--- src/vid_pkg.sv ---
package vid_pkg;

    localparam int APB_AW = 8;
    localparam int APB_DW = 32;
    localparam int COORD_W = 13;
    localparam int PDIV_W = 6;
    localparam int COLOR_W = 8;
    localparam int PIXEL_W = 3 * COLOR_W;

    localparam int FIFO_DEPTH = 16;
    localparam int FIFO_AW = $clog2(FIFO_DEPTH);

    typedef logic [APB_AW-1:0] apb_addr_t;
    typedef logic [APB_DW-1:0] apb_data_t;
    typedef logic [COORD_W-1:0] coord_t;     // Position or count on a line or frame
    typedef logic [PDIV_W-1:0] pdiv_t;       // Pixel period minus one, in clocks
    typedef logic [PIXEL_W-1:0] pixel_t;     // {R, G, B}
    typedef logic [COLOR_W-1:0] color_t;
    typedef logic [FIFO_AW:0] fifo_ptr_t;    // Extra wrap bit

    localparam apb_addr_t CTRL_ADDR = 8'h00;
    localparam apb_addr_t H1_ADDR = 8'h28;
    localparam apb_addr_t H2_ADDR = 8'h30;
    localparam apb_addr_t V1_ADDR = 8'h38;
    localparam apb_addr_t V2_ADDR = 8'h40;
    localparam apb_addr_t PIXEL_ADDR = 8'h58;   // Write only
    localparam apb_addr_t STATUS_ADDR = 8'h60;  // Write clears sticky flags

    localparam int CTRL_EN_BIT = 3;
    localparam int CTRL_PDIV_LSB = 4;
    localparam int FIELD_HI_LSB = 13;           // Upper field of H1/H2/V1/V2

    // Region of the current pixel within a line
    typedef enum logic [1:0] {
        active,
        front_porch,
        sync,
        back_porch
    } h_state_t;

endpackage

--- src/vid_regs.sv ---
`timescale 1ns/1ns

module vid_regs (
    input  logic               clk,
    input  logic               reset_n,

    input  logic               psel,
    input  logic               penable,
    input  logic               pwrite,
    input  vid_pkg::apb_addr_t paddr,
    input  vid_pkg::apb_data_t pwdata,
    output vid_pkg::apb_data_t prdata,
    output logic               pready,
    output logic               pslverr,

    output logic               en,
    output vid_pkg::pdiv_t     pdiv,
    output vid_pkg::coord_t    hend,
    output vid_pkg::coord_t    hsize,
    output vid_pkg::coord_t    hsync_start,
    output vid_pkg::coord_t    hsync_end,
    output vid_pkg::coord_t    vend,
    output vid_pkg::coord_t    vsize,
    output vid_pkg::coord_t    vsync_start,
    output vid_pkg::coord_t    vsync_end,

    output logic               push,
    output vid_pkg::pixel_t    push_data,
    output logic               clear_flags,

    input  logic               empty,
    input  logic               full,
    input  logic               overflow,
    input  logic               underflow
);

    logic access;
    logic wr_en;
    logic addr_ok;

    assign access = psel && penable;             // Access cycle
    assign wr_en = access && pwrite;
    assign pready = 1'b1;                        // No wait states
    assign pslverr = access && !addr_ok;

    assign push = wr_en && (paddr == vid_pkg::PIXEL_ADDR);
    assign push_data = pwdata[vid_pkg::PIXEL_W-1:0];
    assign clear_flags = wr_en && (paddr == vid_pkg::STATUS_ADDR);

    always_ff @(posedge clk or negedge reset_n) begin
        if (!reset_n) begin
            en <= 1'b0;
            pdiv <= '0;
            hend <= '0;
            hsize <= '0;
            hsync_start <= '0;
            hsync_end <= '0;
            vend <= '0;
            vsize <= '0;
            vsync_start <= '0;
            vsync_end <= '0;
        end else if (wr_en) begin
            case (paddr)
                vid_pkg::CTRL_ADDR: begin
                    en <= pwdata[vid_pkg::CTRL_EN_BIT];
                    pdiv <= pwdata[vid_pkg::CTRL_PDIV_LSB +: vid_pkg::PDIV_W];
                end
                vid_pkg::H1_ADDR: begin
                    hend <= pwdata[0 +: vid_pkg::COORD_W];
                    hsize <= pwdata[vid_pkg::FIELD_HI_LSB +: vid_pkg::COORD_W];
                end
                vid_pkg::H2_ADDR: begin
                    hsync_end <= pwdata[0 +: vid_pkg::COORD_W];
                    hsync_start <= pwdata[vid_pkg::FIELD_HI_LSB +: vid_pkg::COORD_W];
                end
                vid_pkg::V1_ADDR: begin
                    vend <= pwdata[0 +: vid_pkg::COORD_W];
                    vsize <= pwdata[vid_pkg::FIELD_HI_LSB +: vid_pkg::COORD_W];
                end
                vid_pkg::V2_ADDR: begin
                    vsync_end <= pwdata[0 +: vid_pkg::COORD_W];
                    vsync_start <= pwdata[vid_pkg::FIELD_HI_LSB +: vid_pkg::COORD_W];
                end
                default: ;                       // PIXEL and STATUS act as pulses
            endcase
        end
    end

    // Read data and address check
    always_comb begin
        prdata = '0;
        addr_ok = 1'b1;
        case (paddr)
            vid_pkg::CTRL_ADDR: begin
                prdata[vid_pkg::CTRL_EN_BIT] = en;
                prdata[vid_pkg::CTRL_PDIV_LSB +: vid_pkg::PDIV_W] = pdiv;
            end
            vid_pkg::H1_ADDR: begin
                prdata[0 +: vid_pkg::COORD_W] = hend;
                prdata[vid_pkg::FIELD_HI_LSB +: vid_pkg::COORD_W] = hsize;
            end
            vid_pkg::H2_ADDR: begin
                prdata[0 +: vid_pkg::COORD_W] = hsync_end;
                prdata[vid_pkg::FIELD_HI_LSB +: vid_pkg::COORD_W] = hsync_start;
            end
            vid_pkg::V1_ADDR: begin
                prdata[0 +: vid_pkg::COORD_W] = vend;
                prdata[vid_pkg::FIELD_HI_LSB +: vid_pkg::COORD_W] = vsize;
            end
            vid_pkg::V2_ADDR: begin
                prdata[0 +: vid_pkg::COORD_W] = vsync_end;
                prdata[vid_pkg::FIELD_HI_LSB +: vid_pkg::COORD_W] = vsync_start;
            end
            vid_pkg::PIXEL_ADDR: addr_ok = pwrite;       // Reads are refused
            vid_pkg::STATUS_ADDR: prdata[3:0] = {underflow, overflow, full, empty};
            default: addr_ok = 1'b0;
        endcase
    end

endmodule

--- src/vid_timing.sv ---
`timescale 1ns/1ns

module vid_timing (
    input  logic            clk,
    input  logic            reset_n,

    input  logic            en,
    input  vid_pkg::pdiv_t  pdiv,
    input  vid_pkg::coord_t hend,
    input  vid_pkg::coord_t hsize,
    input  vid_pkg::coord_t hsync_start,
    input  vid_pkg::coord_t hsync_end,
    input  vid_pkg::coord_t vend,
    input  vid_pkg::coord_t vsize,
    input  vid_pkg::coord_t vsync_start,
    input  vid_pkg::coord_t vsync_end,

    output logic            hsync,
    output logic            hblank,
    output logic            vsync,
    output logic            vblank,
    output logic            pixel_active
);

    vid_pkg::pdiv_t   div_cnt;
    vid_pkg::coord_t  hcnt;
    vid_pkg::coord_t  vcnt;
    vid_pkg::coord_t  h_next;
    vid_pkg::coord_t  v_next;
    vid_pkg::h_state_t h_state;
    logic             expire;
    logic             line_end;
    logic             v_act;

    // Line region that a horizontal position falls into
    function automatic vid_pkg::h_state_t region(input vid_pkg::coord_t pos);
        if (pos < hsize)
            return vid_pkg::active;
        else if (pos < hsync_start)
            return vid_pkg::front_porch;
        else if (pos < hsync_end)
            return vid_pkg::sync;
        else
            return vid_pkg::back_porch;
    endfunction

    assign expire = en && (div_cnt >= pdiv);     // Last clock of this position
    assign line_end = (hcnt == hend);
    assign h_next = line_end ? '0 : hcnt + 1'b1;
    assign v_next = (vcnt == vend) ? '0 : vcnt + 1'b1;
    assign v_act = (vcnt < vsize);

    assign pixel_active = expire && (h_state == vid_pkg::active) && v_act;

    // Divider, position counters and line FSM
    always_ff @(posedge clk or negedge reset_n) begin
        if (!reset_n) begin
            div_cnt <= '0;
            hcnt <= '0;
            vcnt <= '0;
            h_state <= vid_pkg::active;
        end else if (!en) begin
            div_cnt <= '0;
            hcnt <= '0;
            vcnt <= '0;
            h_state <= region('0);               // Track programmed hsize
        end else if (expire) begin
            div_cnt <= '0;
            hcnt <= h_next;
            h_state <= region(h_next);
            if (line_end) begin
                vcnt <= v_next;                  // Next line
            end
        end else begin
            div_cnt <= div_cnt + 1'b1;
        end
    end

    // Sync and blank for the position that is ending
    always_ff @(posedge clk or negedge reset_n) begin
        if (!reset_n) begin
            hsync <= 1'b0;
            hblank <= 1'b1;
            vsync <= 1'b0;
            vblank <= 1'b1;
        end else if (!en) begin
            hsync <= 1'b0;
            hblank <= 1'b1;
            vsync <= 1'b0;
            vblank <= 1'b1;
        end else if (expire) begin
            hsync <= (h_state == vid_pkg::sync);
            hblank <= (h_state != vid_pkg::active);
            vsync <= (vcnt >= vsync_start) && (vcnt < vsync_end);
            vblank <= !v_act;
        end
    end

endmodule

--- src/vid_pixel_fifo.sv ---
`timescale 1ns/1ns

module vid_pixel_fifo (
    input  logic            clk,
    input  logic            reset_n,

    input  logic            push,
    input  vid_pkg::pixel_t push_data,
    input  logic            pop,
    input  logic            clear_flags,

    output vid_pkg::pixel_t head,
    output logic            empty,
    output logic            full,
    output logic            overflow,
    output logic            underflow
);

    vid_pkg::pixel_t    mem [vid_pkg::FIFO_DEPTH];
    vid_pkg::fifo_ptr_t wr_ptr;
    vid_pkg::fifo_ptr_t rd_ptr;
    logic               do_push;
    logic               do_pop;

    // Wrap bits tell full from empty at the same address
    assign empty = (wr_ptr == rd_ptr);
    assign full = (wr_ptr[vid_pkg::FIFO_AW] != rd_ptr[vid_pkg::FIFO_AW]) &&
                  (wr_ptr[vid_pkg::FIFO_AW-1:0] == rd_ptr[vid_pkg::FIFO_AW-1:0]);

    assign do_push = push && !full;
    assign do_pop = pop && !empty;

    assign head = mem[rd_ptr[vid_pkg::FIFO_AW-1:0]];  // Fall-through head

    always_ff @(posedge clk) begin
        if (do_push) begin
            mem[wr_ptr[vid_pkg::FIFO_AW-1:0]] <= push_data;
        end
    end

    always_ff @(posedge clk or negedge reset_n) begin
        if (!reset_n) begin
            wr_ptr <= '0;
            rd_ptr <= '0;
        end else begin
            if (do_push) begin
                wr_ptr <= wr_ptr + 1'b1;
            end
            if (do_pop) begin
                rd_ptr <= rd_ptr + 1'b1;
            end
        end
    end

    // Sticky error flags where a new refusal wins over a clear
    always_ff @(posedge clk or negedge reset_n) begin
        if (!reset_n) begin
            overflow <= 1'b0;
            underflow <= 1'b0;
        end else begin
            overflow <= (overflow && !clear_flags) || (push && full);
            underflow <= (underflow && !clear_flags) || (pop && empty);
        end
    end

endmodule

--- src/vid_pixel_out.sv ---
`timescale 1ns/1ns

module vid_pixel_out (
    input  logic            clk,
    input  logic            reset_n,

    input  logic            pixel_active,
    input  vid_pkg::pixel_t head,
    input  logic            empty,

    output logic            pop,
    output vid_pkg::color_t r,
    output vid_pkg::color_t g,
    output vid_pkg::color_t b
);

    assign pop = pixel_active;                   // FIFO ignores it when empty

    // Channels carry a pixel for one clock per strobe, lined up with the
    // sync and blank edge of the same position
    always_ff @(posedge clk or negedge reset_n) begin
        if (!reset_n) begin
            r <= '0;
            g <= '0;
            b <= '0;
        end else if (pixel_active && !empty) begin
            {r, g, b} <= head;
        end else begin
            r <= '0;                             // Blanking or underrun
            g <= '0;
            b <= '0;
        end
    end

endmodule

--- src/vid_top.sv ---
`timescale 1ns/1ns

module vid_top (
    input  logic               clk,
    input  logic               reset_n,

    input  logic               psel,
    input  logic               penable,
    input  logic               pwrite,
    input  vid_pkg::apb_addr_t paddr,
    input  vid_pkg::apb_data_t pwdata,
    output vid_pkg::apb_data_t prdata,
    output logic               pready,
    output logic               pslverr,

    output logic               hsync,
    output logic               hblank,
    output logic               vsync,
    output logic               vblank,
    output vid_pkg::color_t    r,
    output vid_pkg::color_t    g,
    output vid_pkg::color_t    b
);

    logic            en;
    vid_pkg::pdiv_t  pdiv;
    vid_pkg::coord_t hend;
    vid_pkg::coord_t hsize;
    vid_pkg::coord_t hsync_start;
    vid_pkg::coord_t hsync_end;
    vid_pkg::coord_t vend;
    vid_pkg::coord_t vsize;
    vid_pkg::coord_t vsync_start;
    vid_pkg::coord_t vsync_end;

    logic            push;
    vid_pkg::pixel_t push_data;
    logic            clear_flags;
    logic            pop;
    vid_pkg::pixel_t head;
    logic            empty;
    logic            full;
    logic            overflow;
    logic            underflow;
    logic            pixel_active;

    vid_regs i_regs (
        .clk         (clk),
        .reset_n     (reset_n),
        .psel        (psel),
        .penable     (penable),
        .pwrite      (pwrite),
        .paddr       (paddr),
        .pwdata      (pwdata),
        .prdata      (prdata),
        .pready      (pready),
        .pslverr     (pslverr),
        .en          (en),
        .pdiv        (pdiv),
        .hend        (hend),
        .hsize       (hsize),
        .hsync_start (hsync_start),
        .hsync_end   (hsync_end),
        .vend        (vend),
        .vsize       (vsize),
        .vsync_start (vsync_start),
        .vsync_end   (vsync_end),
        .push        (push),
        .push_data   (push_data),
        .clear_flags (clear_flags),
        .empty       (empty),
        .full        (full),
        .overflow    (overflow),
        .underflow   (underflow)
    );

    vid_timing i_timing (
        .clk          (clk),
        .reset_n      (reset_n),
        .en           (en),
        .pdiv         (pdiv),
        .hend         (hend),
        .hsize        (hsize),
        .hsync_start  (hsync_start),
        .hsync_end    (hsync_end),
        .vend         (vend),
        .vsize        (vsize),
        .vsync_start  (vsync_start),
        .vsync_end    (vsync_end),
        .hsync        (hsync),
        .hblank       (hblank),
        .vsync        (vsync),
        .vblank       (vblank),
        .pixel_active (pixel_active)
    );

    vid_pixel_fifo i_fifo (
        .clk         (clk),
        .reset_n     (reset_n),
        .push        (push),
        .push_data   (push_data),
        .pop         (pop),
        .clear_flags (clear_flags),
        .head        (head),
        .empty       (empty),
        .full        (full),
        .overflow    (overflow),
        .underflow   (underflow)
    );

    vid_pixel_out i_out (
        .clk          (clk),
        .reset_n      (reset_n),
        .pixel_active (pixel_active),
        .head         (head),
        .empty        (empty),
        .pop          (pop),
        .r            (r),
        .g            (g),
        .b            (b)
    );

endmodule

--- config.mk ---
export PLATFORM = sky130hd
export DESIGN_NAME = vid_top
export DESIGN_NICKNAME = d
export VERILOG_FILES = /design/src/vid_pkg.sv /design/src/vid_regs.sv /design/src/vid_timing.sv /design/src/vid_pixel_fifo.sv /design/src/vid_pixel_out.sv /design/src/vid_top.sv
export SDC_FILE = /design/constraint.sdc
export NUM_CORES = 1
export LEC_CHECK = 0
export BUFFER_PORTS_ARGS = -buffer_cell sky130_fd_sc_hd__clkbuf_2
export CORE_MARGIN = 2
export CORE_UTILIZATION = 62
export CTS_CLUSTER_SIZE = 25
export DETAILED_ROUTE_END_ITERATION = 12
export PLACE_DENSITY = 0.76
export SETUP_SLACK_MARGIN = 0.1
export SYNTH_ARGS = -nofsm -noshare
export SYNTH_HDL_FRONTEND = slang
export SYNTH_SLANG_ARGS = --single-unit
--- constraint.sdc ---
create_clock -name clk -period 4.75 [get_ports clk]
set_input_delay 0.7125 -clock clk [delete_from_list [all_inputs] [get_ports clk]]
set_output_delay 0.7125 -clock clk [all_outputs]
set_load 0.005 [all_outputs]
---- Word-level counts from Yosys, hierarchy flattened ----
Memory sizes are Yosys's and may differ from the RTL's.
Cells that the tools add are included.
word-level totals
  flip-flop bits (word level) ............. 185
  bits in writable memories ............... 384
  input bits .............................. 45
  output and inout bits ................... 62
  word-level logic and storage cells ...... 123
  memories ................................ 1
cells by class
  add/subtract/negate cells ............... 5
  magnitude comparators ................... 10
  equal/unequal tests ..................... 14
  multiplexer cells ....................... 35
  reductions and logical operators ........ 33
memories
  memory      depth  bits a word  rd ports  clocked after Yosys merged registers in  write ports  RTL line              source
  i_fifo.mem  16     24           1         0                                        1            vid_pixel_fifo.sv:19  vid_pkg::pixel_t mem [vid_pkg::FIFO_DEPTH];
operator list
  cell                     number
  $mux W13                 7
  $lt A13 B13 Y1           5
  $pmux W16 S4             1
  $lt A1 B13 Y1 const A    3
  $pmux W6 S5              1
  $add A13 B1 Y13 const B  2
  $eq A13 B13 Y1           2
  $eq A8 B6 Y1 const B     3
  $eq A8 B7 Y1 const B     3
  $mux W8                  3
  $logic_and A1 B1 Y1      16
  $pmux W3 S5              1
  $ge A13 B13 Y1           1
  $mux W1                  12
  $mux W2                  6
  $mux W6                  2
  $reduce_and A2 Y1        6
  $add A5 B1 Y5 const B    2
  $logic_not A8 Y1         1
  $add A6 B1 Y6 const B    1
  $ge A6 B6 Y1             1
  $pmux W1 S6              1
  $reduce_or A6 Y1         1
  $eq A5 B5 Y1             1
  9 further kinds          15

---- Longest topological paths before layout ----
  depth after elaboration ................. 8
  depth in mapped cells ................... 15
  gate-level depth less buffers ........... 13

---- Cells and area by module ----
Synthesis repeated with hierarchy kept, for this count alone.
second synthesis, totals
  cells, all modules ...................... 1,676
  area, all modules ....................... 26,017.5 µm²
modules (own cells, without submodules)
  module          instances  cells an instance  area an instance (µm²)  seq. area each (µm²)
  vid_pixel_fifo  1          675                15,215.8                11,831.3
  vid_regs        1          412                5,591.6                 2,777.7
  vid_timing      1          536                4,354.2                 953.4
  vid_pixel_out   1          53                 855.8                   600.6

---- Worst setup path after synthesis ----
Ideal clock, no wire load.
  kind .................................... input -> register
  start point ............................. input paddr[2]
  end point ............................... memory i_fifo.mem[3][0] in the netlist's numbering, enable pin
  library setup time ...................... 0.435 ns
  data arrival time ....................... 3.317 ns
  data required time ...................... 4.315 ns
  setup slack ............................. 0.997 ns
  stages .................................. 5
  buffers on the path ..................... 0
  path through ............................ nor3_1 > nand4_1 > nor3_2 > nand2_1 > nor3_1
on the way
  longest elaborated chain between the ends .. 5
RTL lines
  what                           RTL line              source
  start, declared                vid_top.sv:10         input vid_pkg::apb_addr_t paddr,
  $eq A8 B7 Y1                   vid_regs.sv:46        assign push = wr_en && (paddr == vid_pkg::PIXEL_ADDR);
  $logic_and A1 B1 Y1            vid_regs.sv:46
  $logic_and A1 B1 Y1            vid_pixel_fifo.sv:30  assign do_push = push && !full;
  $mux W1                        vid_pixel_fifo.sv:36  if (do_push) begin
  $mux W1 (implied by the code)  vid_pixel_fifo.sv:37  mem[wr_ptr[vid_pkg::FIFO_AW-1:0]] <= push_data;
  end, declared                  vid_pixel_fifo.sv:19
Every way passes these cells.

---- Worst setup path in the final report ----
  start point ............................. register i_timing.hcnt[5]
  end point ............................... register i_timing.h_state[0]
on the way
  longest elaborated chain between the ends .. 8
  elaborated cells between the ends (all ways) .. 11
  classes of those cells .................. add/sub (1); order compare (3); eq/ne (1); mux (6)
RTL lines
  what                                                      RTL line                            source
  start, declared                                           vid_timing.sv:26                    vid_pkg::coord_t hcnt;
  start signal, assigned                                    vid_timing.sv:69                    hcnt <= h_next;
  $add A13 B1 Y13 / $eq A13 B13 Y1 (equally long branches)  vid_timing.sv:49, vid_timing.sv:48
  $mux W13 (*)                                              vid_timing.sv:49                    assign h_next = line_end ? '0 : hcnt + 1'b1;
  $lt A13 B13 Y1                                            vid_timing.sv:41                    else if (pos < hsync_end)
  $mux W1                                                   vid_timing.sv:41
  $mux W2                                                   vid_timing.sv:39                    else if (pos < hsync_start)
  $mux W2 (*)                                               vid_timing.sv:37                    if (pos < hsize)
  $mux W2 (*)                                               vid_timing.sv:67                    end else if (expire) begin
  $mux W2 (*)                                               vid_timing.sv:62                    end else if (!en) begin
  end signal, assigned                                      vid_timing.sv:61                    h_state <= vid_pkg::active;
  end signal, assigned                                      vid_timing.sv:66                    h_state <= region('0);
  end signal, assigned                                      vid_timing.sv:70                    h_state <= region(h_next);
  end, declared                                             vid_timing.sv:30                    vid_pkg::h_state_t h_state;
Every way passes the cells marked *; elsewhere a longest branch is shown, timed or not. The select of a mux whose other input is x is not followed.
A chain may end at the register's enable or synchronous reset.

==> flow_summary.ini <==
[run_status]
status = complete, no violations

[synthesis]
muxShareOfSynthArea_pct = 11.73
yosys.area_share.adder_pct = 4.139
synthXorXnorAreaFrac_pct = 1.862
synth_edf_count = 384
ys.flop_type = edfxtp_1
syn-cell-area_um2 = 25390
synth.yosys.seq_area_share_pct = 63.65
synth_top_family_by_area = multiplexers
ys_seq_elements = 569
synth_compound_area_share_pct = 8.790
yosysWarnings = 0
yosysUniqueCellTypes = 66
syn_area_per_cell_um2 = 13.98
synthSimpleGateAreaFrac_pct = 6.750
synth_async_sr_flop_share_pct = 32.51
syn_inst = 1816

[sta]
finClkSkew_ns = 0.01888
fin_tns_setup_ns = 0
slew_viol_final = 0
hold_viol = 0
setup_viol = 0
rsz0062_at_grt = no
fin_crit_sh_pct = 77.35
worst_pin_slew_ns = 1.366
fmax_ghz = 0.2722
max_slew_margin_pct = 8.947
period_needed_ns = 3.674

[power_and_ir_drop]
peakVddDrop_mv = 0.2824
finalPower_uw = 10760
p_leak_uw = 0.01083
power_density_nw_per_um2 = 379.4

[final_layout]
num-nets-final = 2042
fin_cells = 2491
drive_gt1_share_pct = 19.55
syn2layout_area_growth_pct = 11.68
antenna_cells = 0

[clock_network]
cts_hold_buf = 0
cts.reportedPaths.clkPinSlew_ns = 0.06
cts_buffer_depth = 3
postCtsSetupRepairBufs = 0
insertion_delay_ns = 0.62
h-tree-depth = 2
cts_tree = built
cts_made_buffers = 55
cts_resized = 0
numClockSinks = 569
root_buffer = clkbuf_16

[floorplanning]
io_pins = 107
coreArea_um2 = 40650
dieArea_um2 = 42590
dieHeight_um = 206.4
fp.dieW_um = 206.4
fp-row-count = 74
start_util_pct = 62.48

[setup_path]
critPathLaunchType = register
regToRegStartpoint = i_timing.hcnt[5]$_DFFE_PN0P_
r2r_slack_ns = 1.08
crit_buf_inv = 1
cp_top_family = simple AND/OR/NAND/NOR gates
cp_max_fo = 13
path_common_cell = nor2_1
critPathMaxStageDelay_ns = 0.68
crit_required_ns = 5.29
crit_chain = xnor2_1 -> nand2_1 -> nor4_4 -> buf_4 -> nor2_1 -> ha_1 -> o21ai_0 -> nor2_1 -> a2111oi_0 -> o31ai_1 -> a21oi_1 -> nor4_1 -> o21ai_1
r2r_cells = 13
r2r-end = i_timing.h_state[0]$_DFFE_PN0P_
path_depth = 13
cp_slowest_cell = nor4_4
cp.arrival_ns = 4.21
crit_path_end_kind = register
crit_type = register to register

[global_routing]
use_met2_pct = 50.66
top_usage_layer = met2
grt_pass1_wl_um = 96380
use_met1_pct = 40.60
antenna_found_initial = 2
grt_pass1_vias = 15820
grt_use_total_pct = 31.15
grtUsageMet3_pct = 5.140
overflow = 0
grt_max_degree = 148

[placement]
numPortBuffers = 93
dp.cells = 2388
dp_hpwl_um = 40870
gp_congestion = 0.9525

[drt]
drt.antenna.violating_nets = 0
drt_iter0_markers = 1462
wl_um = 64420
via_per_inst = 6.374
drcViolationCount = 0
num_vias = 15880
wl_per_cell_um = 25.86
dr.pass1.iters = 5

[job]
maxCapViolCount = 0

[worst_hold_path]
hold_class = primary input to asynchronous set/reset pin
cell families after synthesis:
logic type | after synthesis
muxes | 230
xor gates and xnor gates | 54
buffers and inverters | 180
adders and majority gates | 84
and+or+nand+nor | 373
other | 2
AOI/OAI and AO/OA | 324
DFF | 569
flip-flops by register name, indices dropped and copies added (netlist names), 2 cells and up:
signal,count
i_timing.div_cnt,6
i_regs.hsize,13
i_timing.h_state,2
i_regs.pdiv,6
i_regs.vsize,13
i_fifo.rd_ptr,5
i_out.g,8
i_regs.hsync_start,13
i_out.r,8
i_regs.hsync_end,13
i_fifo.wr_ptr,5
i_fifo.mem,384
i_regs.vend,13
i_regs.hend,13
i_regs.vsync_start,13
i_regs.vsync_end,13
i_timing.hcnt,13
i_timing.vcnt,13
i_out.b,8
stage by stage:
stage          area, um2  utilization (%)  hold slack, ns  worst slack, ns
3_3_place_gp       26550            65.32          0.4738            1.137
6_report           28360            69.77          0.1729            1.076
5_1_grt            28360            69.77          0.2354           0.8875
3_5_place_dp       26550            65.32          0.4850            1.048
4_1_cts            28360            69.77          0.2199            1.145
2_1_floorplan      25410                -          0.4169           0.9974
how the worst max path moves through the flow:
stage	start	endpoint	slack, ns
after CTS	i_timing.hcnt[5]$_DFFE_PN0P_	i_timing.h_state[0]$_DFFE_PN0P_	1.14
after detailed placement	paddr[5]	i_fifo.mem[11][16]$_DFFE_PP_	1.05
after global placement	paddr[5]	i_fifo.mem[11][17]$_DFFE_PP_	1.14
after global routing	i_timing.hcnt[5]$_DFFE_PN0P_	i_timing.h_state[0]$_DFFE_PN0P_	0.89
after floorplan	paddr[2]	i_fifo.mem[3][0]$_DFFE_PP_	1.0
final	i_timing.hcnt[5]$_DFFE_PN0P_	i_timing.h_state[0]$_DFFE_PN0P_	1.08
Yosys cell counts, drive strengths merged (47+ instances only):
cell / instances / area share (%)
inv: 84 / 1.2
mux4: 48 / 4.3
clkbuf: 47 / 0.69
o21ai: 128 / 2.5
dfrtp: 183 / 18
ha: 84 / 4.1
buf: 48 / 1.1
edfxtp: 384 / 45
mux2: 60 / 2.7
mux2i: 122 / 4.8
nor2: 121 / 1.8
nand2: 139 / 2.1
report_power, final:
| group | internal, uW | total (uW) | switching, uW |
|---|---|---|---|
| logic | 407 | 957 | 550 |
| clock network | 2480 | 4350 | 1870 |
| registers | 5380 | 5450 | 76.1 |
| total | 8260 | 10800 | 2500 |
layer usage:
metal	vias up	routed length, um
met3	185	5206
met4	0	3629
met2	723	31420
li1	7030	-
met5	-	0
met1	7939	24160
layout make-up:
class	instances	area [um2]
Sequential cell	569	16170
Timing Repair Buffer	130	839.6
Clock inverter	22	234.0
Fill cell	2711	12290
Tap cell	532	665.6
Clock buffer	81	1574
Multi-Input combinational cell	1072	8557
Inverter	85	319.1
cells in the final DEF (no fill, tap or decap), drive strengths merged, types with 5 or more instances in the layout:
master	instances
dfrtp	183
a221o	27
xor2	17
ha	84
edfxtp	384
o22ai	24
inv	87
and3	10
a21o	12
nand2	139
clkbuf	174
mux2i	122
a211oi	30
nor4	13
o21ai	128
buf	37
nand3	15
o31ai	5
mux4	48
nand4	21
mux2	60
nor2b	5
xnor2	37
a21oi	45
nor2	121
nand3b	5
conb	7
o221ai	25
nor3	21
clkinv	13
nand2b	9
(Power assumes the default switching activity.)
